[src/jtag_pkg.sv]
// JTAG TAP protocol constants for the debug transport module
// instruction codes, the IDCODE value, DTMCONTROL fields and TAP states
// items are referenced by scoped names from the TAP logic

package jtag_pkg;

    localparam int IRLEN = 5;
    localparam logic [31:0] IDCODE = 32'h10e31913;

    localparam logic [IRLEN-1:0] IR_IDCODE     = 5'h01;
    localparam logic [IRLEN-1:0] IR_DTMCONTROL = 5'h10;
    localparam logic [IRLEN-1:0] IR_DBUS       = 5'h11;
    localparam logic [IRLEN-1:0] IR_BYPASS     = 5'h1f;

    localparam logic [3:0] DTM_VERSION = 4'h1; // debug spec 0.13
    localparam int DTMCONTROL_DMIRESET     = 16;
    localparam int DTMCONTROL_DMIHARDRESET = 17;

    // IEEE 1149.1 controller states
    typedef enum logic [3:0] {
        RESET_TAP      = 4'h0,
        IDLE           = 4'h1,
        SELECT_DR_SCAN = 4'h2,
        CAPTURE_DR     = 4'h3,
        SHIFT_DR       = 4'h4,
        EXIT1_DR       = 4'h5,
        PAUSE_DR       = 4'h6,
        EXIT2_DR       = 4'h7,
        UPDATE_DR      = 4'h8,
        SELECT_IR_SCAN = 4'h9,
        CAPTURE_IR     = 4'ha,
        SHIFT_IR       = 4'hb,
        EXIT1_IR       = 4'hc,
        PAUSE_IR       = 4'hd,
        EXIT2_IR       = 4'he,
        UPDATE_IR      = 4'hf
    } tap_state_e;

endpackage

[src/dmi_pkg.sv]
// debug module interface definitions
// bus field widths, status codes and the data register map,
// shared by the TAP, the arbiter, the register bank and the bench model

package dmi_pkg;

    localparam int DMI_ABITS = 7;

    typedef logic [DMI_ABITS-1:0] dmi_addr_t;
    typedef logic [31:0]          dmi_data_t;
    typedef logic [1:0]           dmi_stat_t;

    // op/status field as seen in a DBUS capture
    localparam dmi_stat_t DMISTAT_SUCCESS = 2'h0;
    localparam dmi_stat_t DMISTAT_FAILED  = 2'h2;
    localparam dmi_stat_t DMISTAT_BUSY    = 2'h3;

    // DBUS scan is {addr, data, op}
    localparam int DBUS_LEN = DMI_ABITS + $bits(dmi_data_t) + $bits(dmi_stat_t);

    // data registers live at DATA_REG_BASE .. DATA_REG_BASE + DATA_REG_COUNT - 1
    localparam int DATA_REG_COUNT = 16;
    localparam int DATA_IDX_BITS  = $clog2(DATA_REG_COUNT);
    localparam int DATA_REG_BASE  = 0;

endpackage

[src/dmi_if.sv]
// one DMI request/response path
// the requester drives a single-cycle strobe with its command fields,
// the target answers with read data and the busy and error levels

`timescale 1ns/1ps

interface dmi_if;

    logic               req_valid;  // one-cycle strobe
    logic               req_write;
    dmi_pkg::dmi_addr_t req_addr;
    dmi_pkg::dmi_data_t req_wdata;

    dmi_pkg::dmi_data_t resp_rdata; // holds until the next read
    logic               busy;
    logic               error;      // sticky in the target

    modport requester (
        output req_valid, req_write, req_addr, req_wdata,
        input  resp_rdata, busy, error
    );

    modport target (
        input  req_valid, req_write, req_addr, req_wdata,
        output resp_rdata, busy, error
    );

endinterface

[src/jtag_dtm.sv]
// JTAG debug transport module
// full 16-state TAP controller with IDCODE, DTMCONTROL, DBUS and BYPASS,
// DBUS updates become single-cycle DMI strobes, DTMCONTROL updates pulse
// the DMI reset outputs. IR is loaded on the falling edge of TCK

`timescale 1ns/1ps

module jtag_dtm (
    input  logic     i_tck,
    input  logic     i_trst,
    input  logic     i_tms,
    input  logic     i_tdi,
    output logic     o_tdo,
    dmi_if.requester o_dmi,
    output logic     o_dmi_reset,
    output logic     o_dmi_hardreset
);

    jtag_pkg::tap_state_e          state;
    jtag_pkg::tap_state_e          state_nxt;
    logic [dmi_pkg::DBUS_LEN-1:0]  dr;
    logic [dmi_pkg::DBUS_LEN-1:0]  dr_nxt;
    logic [5:0]                    dr_len;     // active DR length
    logic [5:0]                    dr_len_nxt;
    logic                          bypass_q;
    logic                          bypass_nxt;
    logic [jtag_pkg::IRLEN-1:0]    ir;
    dmi_pkg::dmi_addr_t            dmi_addr_q; // echoed in the next DBUS capture
    dmi_pkg::dmi_stat_t            stat;
    logic                          upd_dbus;
    logic                          upd_ctrl;

    // TAP controller
    always_comb begin
        case (state)
            jtag_pkg::RESET_TAP:      state_nxt = i_tms ? jtag_pkg::RESET_TAP : jtag_pkg::IDLE;
            jtag_pkg::IDLE:           state_nxt = i_tms ? jtag_pkg::SELECT_DR_SCAN : jtag_pkg::IDLE;
            jtag_pkg::SELECT_DR_SCAN: state_nxt = i_tms ? jtag_pkg::SELECT_IR_SCAN
                                                        : jtag_pkg::CAPTURE_DR;
            jtag_pkg::CAPTURE_DR:     state_nxt = i_tms ? jtag_pkg::EXIT1_DR : jtag_pkg::SHIFT_DR;
            jtag_pkg::SHIFT_DR:       state_nxt = i_tms ? jtag_pkg::EXIT1_DR : jtag_pkg::SHIFT_DR;
            jtag_pkg::EXIT1_DR:       state_nxt = i_tms ? jtag_pkg::UPDATE_DR : jtag_pkg::PAUSE_DR;
            jtag_pkg::PAUSE_DR:       state_nxt = i_tms ? jtag_pkg::EXIT2_DR : jtag_pkg::PAUSE_DR;
            jtag_pkg::EXIT2_DR:       state_nxt = i_tms ? jtag_pkg::UPDATE_DR : jtag_pkg::SHIFT_DR;
            jtag_pkg::UPDATE_DR:      state_nxt = i_tms ? jtag_pkg::SELECT_DR_SCAN : jtag_pkg::IDLE;
            jtag_pkg::SELECT_IR_SCAN: state_nxt = i_tms ? jtag_pkg::RESET_TAP : jtag_pkg::CAPTURE_IR;
            jtag_pkg::CAPTURE_IR:     state_nxt = i_tms ? jtag_pkg::EXIT1_IR : jtag_pkg::SHIFT_IR;
            jtag_pkg::SHIFT_IR:       state_nxt = i_tms ? jtag_pkg::EXIT1_IR : jtag_pkg::SHIFT_IR;
            jtag_pkg::EXIT1_IR:       state_nxt = i_tms ? jtag_pkg::UPDATE_IR : jtag_pkg::PAUSE_IR;
            jtag_pkg::PAUSE_IR:       state_nxt = i_tms ? jtag_pkg::EXIT2_IR : jtag_pkg::PAUSE_IR;
            jtag_pkg::EXIT2_IR:       state_nxt = i_tms ? jtag_pkg::UPDATE_IR : jtag_pkg::SHIFT_IR;
            default:                  state_nxt = i_tms ? jtag_pkg::SELECT_DR_SCAN : jtag_pkg::IDLE;
        endcase
    end

    // busy wins over a sticky error
    always_comb begin
        if (o_dmi.busy)
            stat = dmi_pkg::DMISTAT_BUSY;
        else if (o_dmi.error)
            stat = dmi_pkg::DMISTAT_FAILED;
        else
            stat = dmi_pkg::DMISTAT_SUCCESS;
    end

    // shift register path, IR scans reuse the low bits of dr
    always_comb begin
        dr_nxt     = dr;
        dr_len_nxt = dr_len;
        bypass_nxt = bypass_q;
        case (state)
            jtag_pkg::CAPTURE_DR: begin
                case (ir)
                    jtag_pkg::IR_IDCODE: begin
                        dr_nxt     = {{(dmi_pkg::DBUS_LEN-32){1'b0}}, jtag_pkg::IDCODE};
                        dr_len_nxt = 6'd32;
                    end
                    jtag_pkg::IR_DTMCONTROL: begin
                        dr_nxt        = '0;
                        dr_nxt[3:0]   = jtag_pkg::DTM_VERSION;
                        dr_nxt[9:4]   = 6'(dmi_pkg::DMI_ABITS);  // abits field
                        dr_nxt[11:10] = stat;                     // dmistat
                        dr_len_nxt    = 6'd32;
                    end
                    jtag_pkg::IR_DBUS: begin
                        dr_nxt     = {dmi_addr_q, o_dmi.resp_rdata, stat};
                        dr_len_nxt = 6'(dmi_pkg::DBUS_LEN);
                    end
                    default: begin // BYPASS and any unknown code
                        dr_nxt[0]  = bypass_q;
                        dr_len_nxt = 6'd1;
                    end
                endcase
            end
            jtag_pkg::SHIFT_DR: begin
                dr_nxt = dr >> 1;
                dr_nxt[dr_len - 6'd1] = i_tdi; // tdi enters at the top of the active length
            end
            jtag_pkg::UPDATE_DR: begin
                if (ir == jtag_pkg::IR_BYPASS)
                    bypass_nxt = dr[0];
            end
            jtag_pkg::CAPTURE_IR: begin
                dr_nxt[jtag_pkg::IRLEN-1:0] = {ir[jtag_pkg::IRLEN-1:2], 2'b01};
            end
            jtag_pkg::SHIFT_IR: begin
                dr_nxt[jtag_pkg::IRLEN-1:0] = {i_tdi, dr[jtag_pkg::IRLEN-1:1]};
            end
            default: begin
            end
        endcase
    end

    assign upd_dbus = (state == jtag_pkg::UPDATE_DR) && (ir == jtag_pkg::IR_DBUS);
    assign upd_ctrl = (state == jtag_pkg::UPDATE_DR) && (ir == jtag_pkg::IR_DTMCONTROL);

    // op 1 reads, op 2 writes
    assign o_dmi.req_valid = upd_dbus && (dr[1:0] != 2'b00);
    assign o_dmi.req_write = dr[1];
    assign o_dmi.req_wdata = dr[2 +: 32];
    assign o_dmi.req_addr  = dr[dmi_pkg::DBUS_LEN-1 -: dmi_pkg::DMI_ABITS];

    assign o_dmi_reset     = upd_ctrl && dr[jtag_pkg::DTMCONTROL_DMIRESET];
    assign o_dmi_hardreset = upd_ctrl && dr[jtag_pkg::DTMCONTROL_DMIHARDRESET];

    assign o_tdo = dr[0];

    always_ff @(posedge i_tck or posedge i_trst) begin
        if (i_trst) begin
            state      <= jtag_pkg::RESET_TAP;
            dr         <= {{(dmi_pkg::DBUS_LEN-32){1'b0}}, jtag_pkg::IDCODE};
            dr_len     <= 6'd32;
            bypass_q   <= 1'b0;
            dmi_addr_q <= '0;
        end else begin
            state    <= state_nxt;
            dr       <= dr_nxt;
            dr_len   <= dr_len_nxt;
            bypass_q <= bypass_nxt;
            if (o_dmi.req_valid)
                dmi_addr_q <= o_dmi.req_addr;
        end
    end

    // instruction register on the falling edge
    always_ff @(negedge i_tck or posedge i_trst) begin
        if (i_trst)
            ir <= jtag_pkg::IR_IDCODE;
        else if (state == jtag_pkg::RESET_TAP)
            ir <= jtag_pkg::IR_IDCODE;
        else if (state == jtag_pkg::UPDATE_IR)
            ir <= dr[jtag_pkg::IRLEN-1:0];
    end

    // a DMI strobe only comes in the cycle after a DR shift is closed
    a_strobe_in_update: assert property (@(posedge i_tck) disable iff (i_trst)
        o_dmi.req_valid |-> ($past(state) == jtag_pkg::EXIT1_DR) ||
                            ($past(state) == jtag_pkg::EXIT2_DR));

    a_state_known: assert property (@(posedge i_tck) disable iff (i_trst)
        !$isunknown(state));

endmodule

[src/dmi_arbiter.sv]
// fixed-priority DMI arbiter between the TAP and the host port
// the TAP wins a same-cycle contest; a losing or early host request waits
// in a single pending slot. Granted requests go out one cycle later

`timescale 1ns/1ps

module dmi_arbiter (
    input  logic               i_tck,
    input  logic               i_trst,
    dmi_if.target              i_dtm,
    dmi_if.requester           o_dm,
    input  logic               i_host_req,
    input  logic               i_host_write,
    input  dmi_pkg::dmi_addr_t i_host_addr,
    input  dmi_pkg::dmi_data_t i_host_wdata,
    output dmi_pkg::dmi_data_t o_host_rdata,
    output logic               o_host_busy
);

    logic               own_dtm_q;  // owner of the in-flight access
    logic               own_host_q;
    logic               issue_q;
    logic               done;
    logic               bus_free;
    logic               dtm_acc;
    logic               grant_host;
    logic               pend_load;
    logic               pend_q;
    logic               pend_write_q;
    dmi_pkg::dmi_addr_t pend_addr_q;
    dmi_pkg::dmi_data_t pend_wdata_q;
    logic               write_q;
    dmi_pkg::dmi_addr_t addr_q;
    dmi_pkg::dmi_data_t wdata_q;
    logic               cap_dtm_q;  // target rdata valid for this owner now
    logic               cap_host_q;
    dmi_pkg::dmi_data_t dtm_rdata_q;
    dmi_pkg::dmi_data_t host_rdata_q;

    assign done     = (own_dtm_q || own_host_q) && !o_dm.busy;
    assign bus_free = !(own_dtm_q || own_host_q) || done;

    assign i_dtm.busy = own_dtm_q || !bus_free;
    assign dtm_acc    = i_dtm.req_valid && !i_dtm.busy; // strobes while busy are dropped
    assign grant_host = bus_free && !dtm_acc && (pend_q || i_host_req);
    assign pend_load  = i_host_req && !pend_q && !grant_host;

    always_ff @(posedge i_tck or posedge i_trst) begin
        if (i_trst) begin
            issue_q    <= 1'b0;
            own_dtm_q  <= 1'b0;
            own_host_q <= 1'b0;
            pend_q     <= 1'b0;
            cap_dtm_q  <= 1'b0;
            cap_host_q <= 1'b0;
        end else begin
            issue_q <= dtm_acc || grant_host;
            if (dtm_acc || grant_host) begin
                own_dtm_q  <= dtm_acc;
                own_host_q <= grant_host;
            end else if (done) begin
                own_dtm_q  <= 1'b0;
                own_host_q <= 1'b0;
            end
            cap_dtm_q  <= done && own_dtm_q && !write_q;
            cap_host_q <= done && own_host_q && !write_q;
            if (pend_load)
                pend_q <= 1'b1;
            else if (grant_host)
                pend_q <= 1'b0;
        end
    end

    always_ff @(posedge i_tck) begin
        if (dtm_acc) begin
            write_q <= i_dtm.req_write;
            addr_q  <= i_dtm.req_addr;
            wdata_q <= i_dtm.req_wdata;
        end else if (grant_host) begin
            write_q <= pend_q ? pend_write_q : i_host_write;
            addr_q  <= pend_q ? pend_addr_q : i_host_addr;
            wdata_q <= pend_q ? pend_wdata_q : i_host_wdata;
        end
        if (pend_load) begin
            pend_write_q <= i_host_write;
            pend_addr_q  <= i_host_addr;
            pend_wdata_q <= i_host_wdata;
        end
        if (cap_dtm_q)
            dtm_rdata_q <= o_dm.resp_rdata;
        if (cap_host_q)
            host_rdata_q <= o_dm.resp_rdata;
    end

    assign o_dm.req_valid = issue_q;
    assign o_dm.req_write = write_q;
    assign o_dm.req_addr  = addr_q;
    assign o_dm.req_wdata = wdata_q;

    // pass fresh read data through in its first cycle
    assign i_dtm.resp_rdata = cap_dtm_q ? o_dm.resp_rdata : dtm_rdata_q;
    assign i_dtm.error      = o_dm.error;
    assign o_host_rdata     = cap_host_q ? o_dm.resp_rdata : host_rdata_q;
    assign o_host_busy      = pend_q || own_host_q;

    a_no_strobe_on_busy: assert property (@(posedge i_tck) disable iff (i_trst)
        o_dm.req_valid && o_dm.busy |=> !o_dm.req_valid);

    // every issued access has exactly one owner
    a_owner_onehot: assert property (@(posedge i_tck) disable iff (i_trst)
        $onehot0({own_dtm_q, own_host_q}) &&
        (!o_dm.req_valid || $onehot({own_dtm_q, own_host_q})));

endmodule

[src/dm_data_regs.sv]
// debug data register bank behind the DMI
// sixteen 32-bit words answering in one cycle; unmapped accesses set a
// sticky error. dmireset clears the error, dmihardreset clears everything

`timescale 1ns/1ps

module dm_data_regs (
    input  logic  i_tck,
    input  logic  i_trst,
    dmi_if.target i_bus,
    input  logic  i_dmi_reset,
    input  logic  i_dmi_hardreset
);

    dmi_pkg::dmi_data_t                regs [dmi_pkg::DATA_REG_COUNT];
    dmi_pkg::dmi_addr_t                idx;  // offset from the base
    logic [dmi_pkg::DATA_IDX_BITS-1:0] sel;
    logic                              hit;
    logic                              error_q;
    dmi_pkg::dmi_data_t                rdata_q;

    assign idx = i_bus.req_addr - dmi_pkg::dmi_addr_t'(dmi_pkg::DATA_REG_BASE);
    assign hit = idx < dmi_pkg::dmi_addr_t'(dmi_pkg::DATA_REG_COUNT);
    assign sel = idx[dmi_pkg::DATA_IDX_BITS-1:0];

    always_ff @(posedge i_tck or posedge i_trst) begin
        if (i_trst) begin
            for (int i = 0; i < dmi_pkg::DATA_REG_COUNT; i++)
                regs[i] <= '0;
        end else if (i_dmi_hardreset) begin
            for (int i = 0; i < dmi_pkg::DATA_REG_COUNT; i++)
                regs[i] <= '0;
        end else if (i_bus.req_valid && i_bus.req_write && hit) begin
            regs[sel] <= i_bus.req_wdata;
        end
    end

    // sticky until a dmireset or hardreset
    always_ff @(posedge i_tck or posedge i_trst) begin
        if (i_trst)
            error_q <= 1'b0;
        else if (i_dmi_reset || i_dmi_hardreset)
            error_q <= 1'b0;
        else if (i_bus.req_valid && !hit)
            error_q <= 1'b1;
    end

    always_ff @(posedge i_tck) begin
        if (i_bus.req_valid && !i_bus.req_write)
            rdata_q <= hit ? regs[sel] : '0; // unmapped reads return zero
    end

    assign i_bus.resp_rdata = rdata_q;
    assign i_bus.busy       = 1'b0;   // single-cycle target
    assign i_bus.error      = error_q;

    a_valid_known: assert property (@(posedge i_tck) disable iff (i_trst)
        !$isunknown(i_bus.req_valid));

endmodule

[src/dbg_top.sv]
// debug transport subsystem top level
// JTAG pins and a system-side host port share one DMI bus into the data
// register bank; the TAP has priority on that bus

`timescale 1ns/1ps

module dbg_top (
    input  logic               i_tck,
    input  logic               i_trst,
    input  logic               i_tms,
    input  logic               i_tdi,
    output logic               o_tdo,
    input  logic               i_host_req,
    input  logic               i_host_write,
    input  dmi_pkg::dmi_addr_t i_host_addr,
    input  dmi_pkg::dmi_data_t i_host_wdata,
    output dmi_pkg::dmi_data_t o_host_rdata,
    output logic               o_host_busy
);

    dmi_if dtm_bus ();  // TAP to arbiter
    dmi_if dm_bus ();   // arbiter to register bank

    logic dmi_reset;
    logic dmi_hardreset;

    jtag_dtm u_dtm (
        .i_tck           (i_tck),
        .i_trst          (i_trst),
        .i_tms           (i_tms),
        .i_tdi           (i_tdi),
        .o_tdo           (o_tdo),
        .o_dmi           (dtm_bus.requester),
        .o_dmi_reset     (dmi_reset),
        .o_dmi_hardreset (dmi_hardreset)
    );

    dmi_arbiter u_arb (
        .i_tck        (i_tck),
        .i_trst       (i_trst),
        .i_dtm        (dtm_bus.target),
        .o_dm         (dm_bus.requester),
        .i_host_req   (i_host_req),
        .i_host_write (i_host_write),
        .i_host_addr  (i_host_addr),
        .i_host_wdata (i_host_wdata),
        .o_host_rdata (o_host_rdata),
        .o_host_busy  (o_host_busy)
    );

    dm_data_regs u_regs (
        .i_tck           (i_tck),
        .i_trst          (i_trst),
        .i_bus           (dm_bus.target),
        .i_dmi_reset     (dmi_reset),
        .i_dmi_hardreset (dmi_hardreset)
    );

endmodule

[config.mk]
export PLATFORM = sky130hd
export DESIGN_NAME = dbg_top
export DESIGN_NICKNAME = d
export VERILOG_FILES = /design/src/jtag_pkg.sv /design/src/dmi_pkg.sv /design/src/dmi_if.sv /design/src/jtag_dtm.sv /design/src/dmi_arbiter.sv /design/src/dm_data_regs.sv /design/src/dbg_top.sv
export SDC_FILE = /design/constraint.sdc
export NUM_CORES = 1
export LEC_CHECK = 0
export BUFFER_PORTS_ARGS = -buffer_cell sky130_fd_sc_hd__buf_4
export CORE_AREA = 2 2 266 268
export DETAILED_ROUTE_END_ITERATION = 10
export DIE_AREA = 0 0 268 270
export HOLD_SLACK_MARGIN = 0.05
export PLACE_DENSITY = 0.66
export SLEW_MARGIN = 20
export SYNTH_ARGS = -nofsm -noshare
export SYNTH_HDL_FRONTEND = slang
export SYNTH_SLANG_ARGS = --single-unit
[constraint.sdc]
create_clock -name i_tck -period 20.7 [get_ports i_tck]
set_input_delay 3.105 -clock i_tck [delete_from_list [all_inputs] [get_ports i_tck]]
set_output_delay 3.105 -clock i_tck [all_outputs]
set_load 0.1 [all_outputs]
==> results.py <==
metrics = {
    "cts": {
        "htree_levels": 3,
        "clk_latency_ps": 650,
        "clockRootBuffer": "clkbuf_16",
        "post_cts_resized": 0,
        "ctsHoldBuffers": 0,
        "cts_buffers": 75,
        "clk_pin_slew_ps": 60,
        "clock_path_buffers": 3,
        "cts_tree": "yes",
        "cts.sinks": 756,
        "post-cts-setup-buffers": 0,
    },
    "floorplan": {
        "floorplan.initialDensity": 0.496,
        "die_h_um": 270,
        "die_x_um": 268,
        "dieArea_um2": 72400,
        "std_cell_rows": 97,
        "core_um2": 69500,
        "io_pins": 79,
    },
    "detailed_routing": {
        "drt-wirelength-per-cell_um": 27.7,
        "dr.pass1.iters": 6,
        "drcViolationCount": 0,
        "vias_per_cell": 6.54,
        "first_iter_violations": 2686,
        "vias": 23222,
        "wl_mm": 98.3,
        "antenna_left": 0,
    },
    "synth": {
        "synth-seq-area-share": 0.556,
        "ys_warn_count": 0,
        "synth_area_per_cell_um2": 13.1,
        "synthAdderAreaFrac": 0.000363,
        "synth_most_common_cell": "dfrtp_1",
        "synthCells": 2640,
        "synthTopCellsByArea": "dfrtp_1 41%, edfxtp_1 9.7%, mux4_2 8.4%",
        "yosysTopAreaCell": "dfrtp_1",
        "syn_area_um2": 34500,
        "ys.flop_type": "dfrtp_1",
        "synth-compound-area-share": 0.145,
        "syn_nets": 2686,
        "synth_top_family_by_area": "multiplexers",
        "async_flop_share": 0.767,
        "synthMuxAreaShare": 0.164,
        "synth-simple-area-share": 0.0982,
        "synth-edff-count": 112,
        "synthXorXnorAreaFrac": 0.000254,
        "synth_top_area_frac": 0.407,
        "synth_cell_types": 61,
        "synthTopCellsByCount": "562 x dfrtp_1, 357 x a21o_1, 203 x clkbuf_1",
        "ys_ff_latch": 756,
    },
    "critical_path": {
        "critPathLaunchType": "flip-flop",
        "worst_setup_path_end_kind": "flip-flop",
        "crit_fanout": 40,
        "crit_type": "flip-flop to flip-flop",
        "required_ps": 20950,
        "arrival_ps": 14530,
    },
    "timing": {
        "hold_violations": 0,
        "rsz0062_at_grt": "no",
        "relSlewSlack": 0.250,
        "final-setup-viol-count": 0,
        "worst_pin_slew_ps": 1120,
        "finalWorstSetupSlack_ps": 6420,
        "fin_worst_skew_ps": 53.1,
        "slew_viol_final": 0,
    },
    "power": {
        "powerDensity_nw_per_um2": 97.9,
        "pwr-share-comb": 0.151,
        "internal_power_mw": 2.71,
        "clkPwrFrac": 0.375,
        "swShare": 0.278,
        "power_switching_mw": 1.04,
        "power_frac_seq": 0.474,
        "ir_worst_vdd_uv": 100,
        "leakagePower_nw": 20.0,
    },
    "grt": {
        "grt_overflow": 0,
        "antenna_found_initial": 1,
        "grt_pass1_vias": 23796,
        "grt_max_degree": 199,
        "track_usage": 0.273,
        "grt_pass1_wl_mm": 149,
    },
    "finish": {
        "postLayoutCellArea_um2": 38300,
        "post-route-util": 0.551,
        "final_layout_size_suffix_gt1_frac": 0.225,
        "layout.nets": 2596,
        "syn_to_final_growth_pct": 11.0,
    },
    "hold_path": {
        "hp-class": "flip-flop to flip-flop",
    },
    "placed_design": {
        "gp_congestion": 0.909,
        "dpl.hpwl_mm": 54.7,
        "pre_cts_ws_ps": 6350,
        "placed_cell_area_um2": 35700,
        "port_buffers": 78,
    },
    "status": {
        "status": "completed",
    },
    "job": {
        "maxCapViolations": 0,
    },
}
[placed cells by master, fill, tap and decap left out, types with 40 or more instances in the layout]
master	netlist	routed
buf_4	0	127
nand2_1	58	57
a22o_1	160	160
mux2i_1	76	76
dfrtp_1	562	561
mux4_2	128	128
dfxtp_1	64	64
nor3b_1	163	162
clkbuf_16	0	76
edfxtp_1	112	112
mux2_2	130	130
o22ai_1	40	40
and3_1	195	195
a21o_1	357	357
[critical path: stages, from the launching register on]
cell     delay [ps]
dfrtn_1         420
or3_1           510
or2_1           600
or3_2           890
buf_4           390
nor3b_2         220
buf_4           520
[logic make-up after synthesis]
logic type,after synthesis
and+or+nand+nor,540
buffers and inverters,312
adders and majority gates,1
muxes,370
AOI/OAI and AO/OA,660
xor gates and xnor gates,1
DFF,756
[worst paths after layout]
kind / startpoint / to / slack [ps] / cells past startpoint
max: u_dtm.ir[2] / u_arb.pend_addr_q[0] / 6420 / 6
min: u_arb.dtm_rdata_q[31] / u_arb.dtm_rdata_q[31] / 470 / 1
max reg2reg: u_dtm.ir[2] / u_arb.pend_addr_q[0] / 6420 / 6
min reg2reg: u_arb.dtm_rdata_q[31] / u_arb.dtm_rdata_q[31] / 470 / 1
max in group asynchronous: i_trst / u_dtm.ir[2] / 7240 / 2
min in group asynchronous: i_trst / u_dtm.dr[3] / 2690 / 2
[final cells by class]
| cell class | instances | area (um^2) |
|---|---|---|
| inverters | 8 | 33.8 |
| multi-input cells | 1572 | 14300 |
| diodes | 1 | 2.50 |
| repair buffers | 136 | 1140 |
| clock inverters | 29 | 378 |
| fillers | 5658 | 31200 |
| well taps | 940 | 1180 |
| clock buffers | 110 | 2140 |
| flip-flops and latches | 756 | 19200 |
[state kept, by name (all words and copies together) (netlist names), 7 cells and up]
signal,flops
u_regs.regs,512
u_dtm.dr,41
u_arb.dtm_rdata_q,32
u_arb.host_rdata_q,32
u_arb.o_dm.req_wdata,32
u_arb.pend_wdata_q,32
u_regs.i_bus.resp_rdata,32
u_arb.o_dm.req_addr,7
u_arb.pend_addr_q,7
u_dtm.dmi_addr_q,7
[power groups by stage]
stage	Clock [mW]	Combinational [mW]	Sequential [mW]
floorplan	0.000604	0.478	1.73
global placement	0.000604	0.546	1.79
detailed placement	0.000604	0.559	1.80
CTS	1.43	0.562	1.77
global route	1.49	0.609	1.79
finish	1.41	0.565	1.78
[layer usage]
layer,up-vias,share of wire,track usage
met1,12127,0.41,0.375
li1,9723,-,-
met3,222,0.082,0.0559
met4,0,0.046,0.125
met2,1150,0.46,0.420
met5,-,0,0
[stage by stage]
step	instances	setup TNS [ps]	hold slack, ps	total power, mW
after floorplan	2640	-1640	447	2.21
after global placement	3410	0	458	2.34
after detailed placement	3410	0	462	2.36
after CTS	3548	0	477	3.76
after global routing	3551	0	486	3.89
final	3552	0	474	3.75
(Power assumes the default switching activity.)
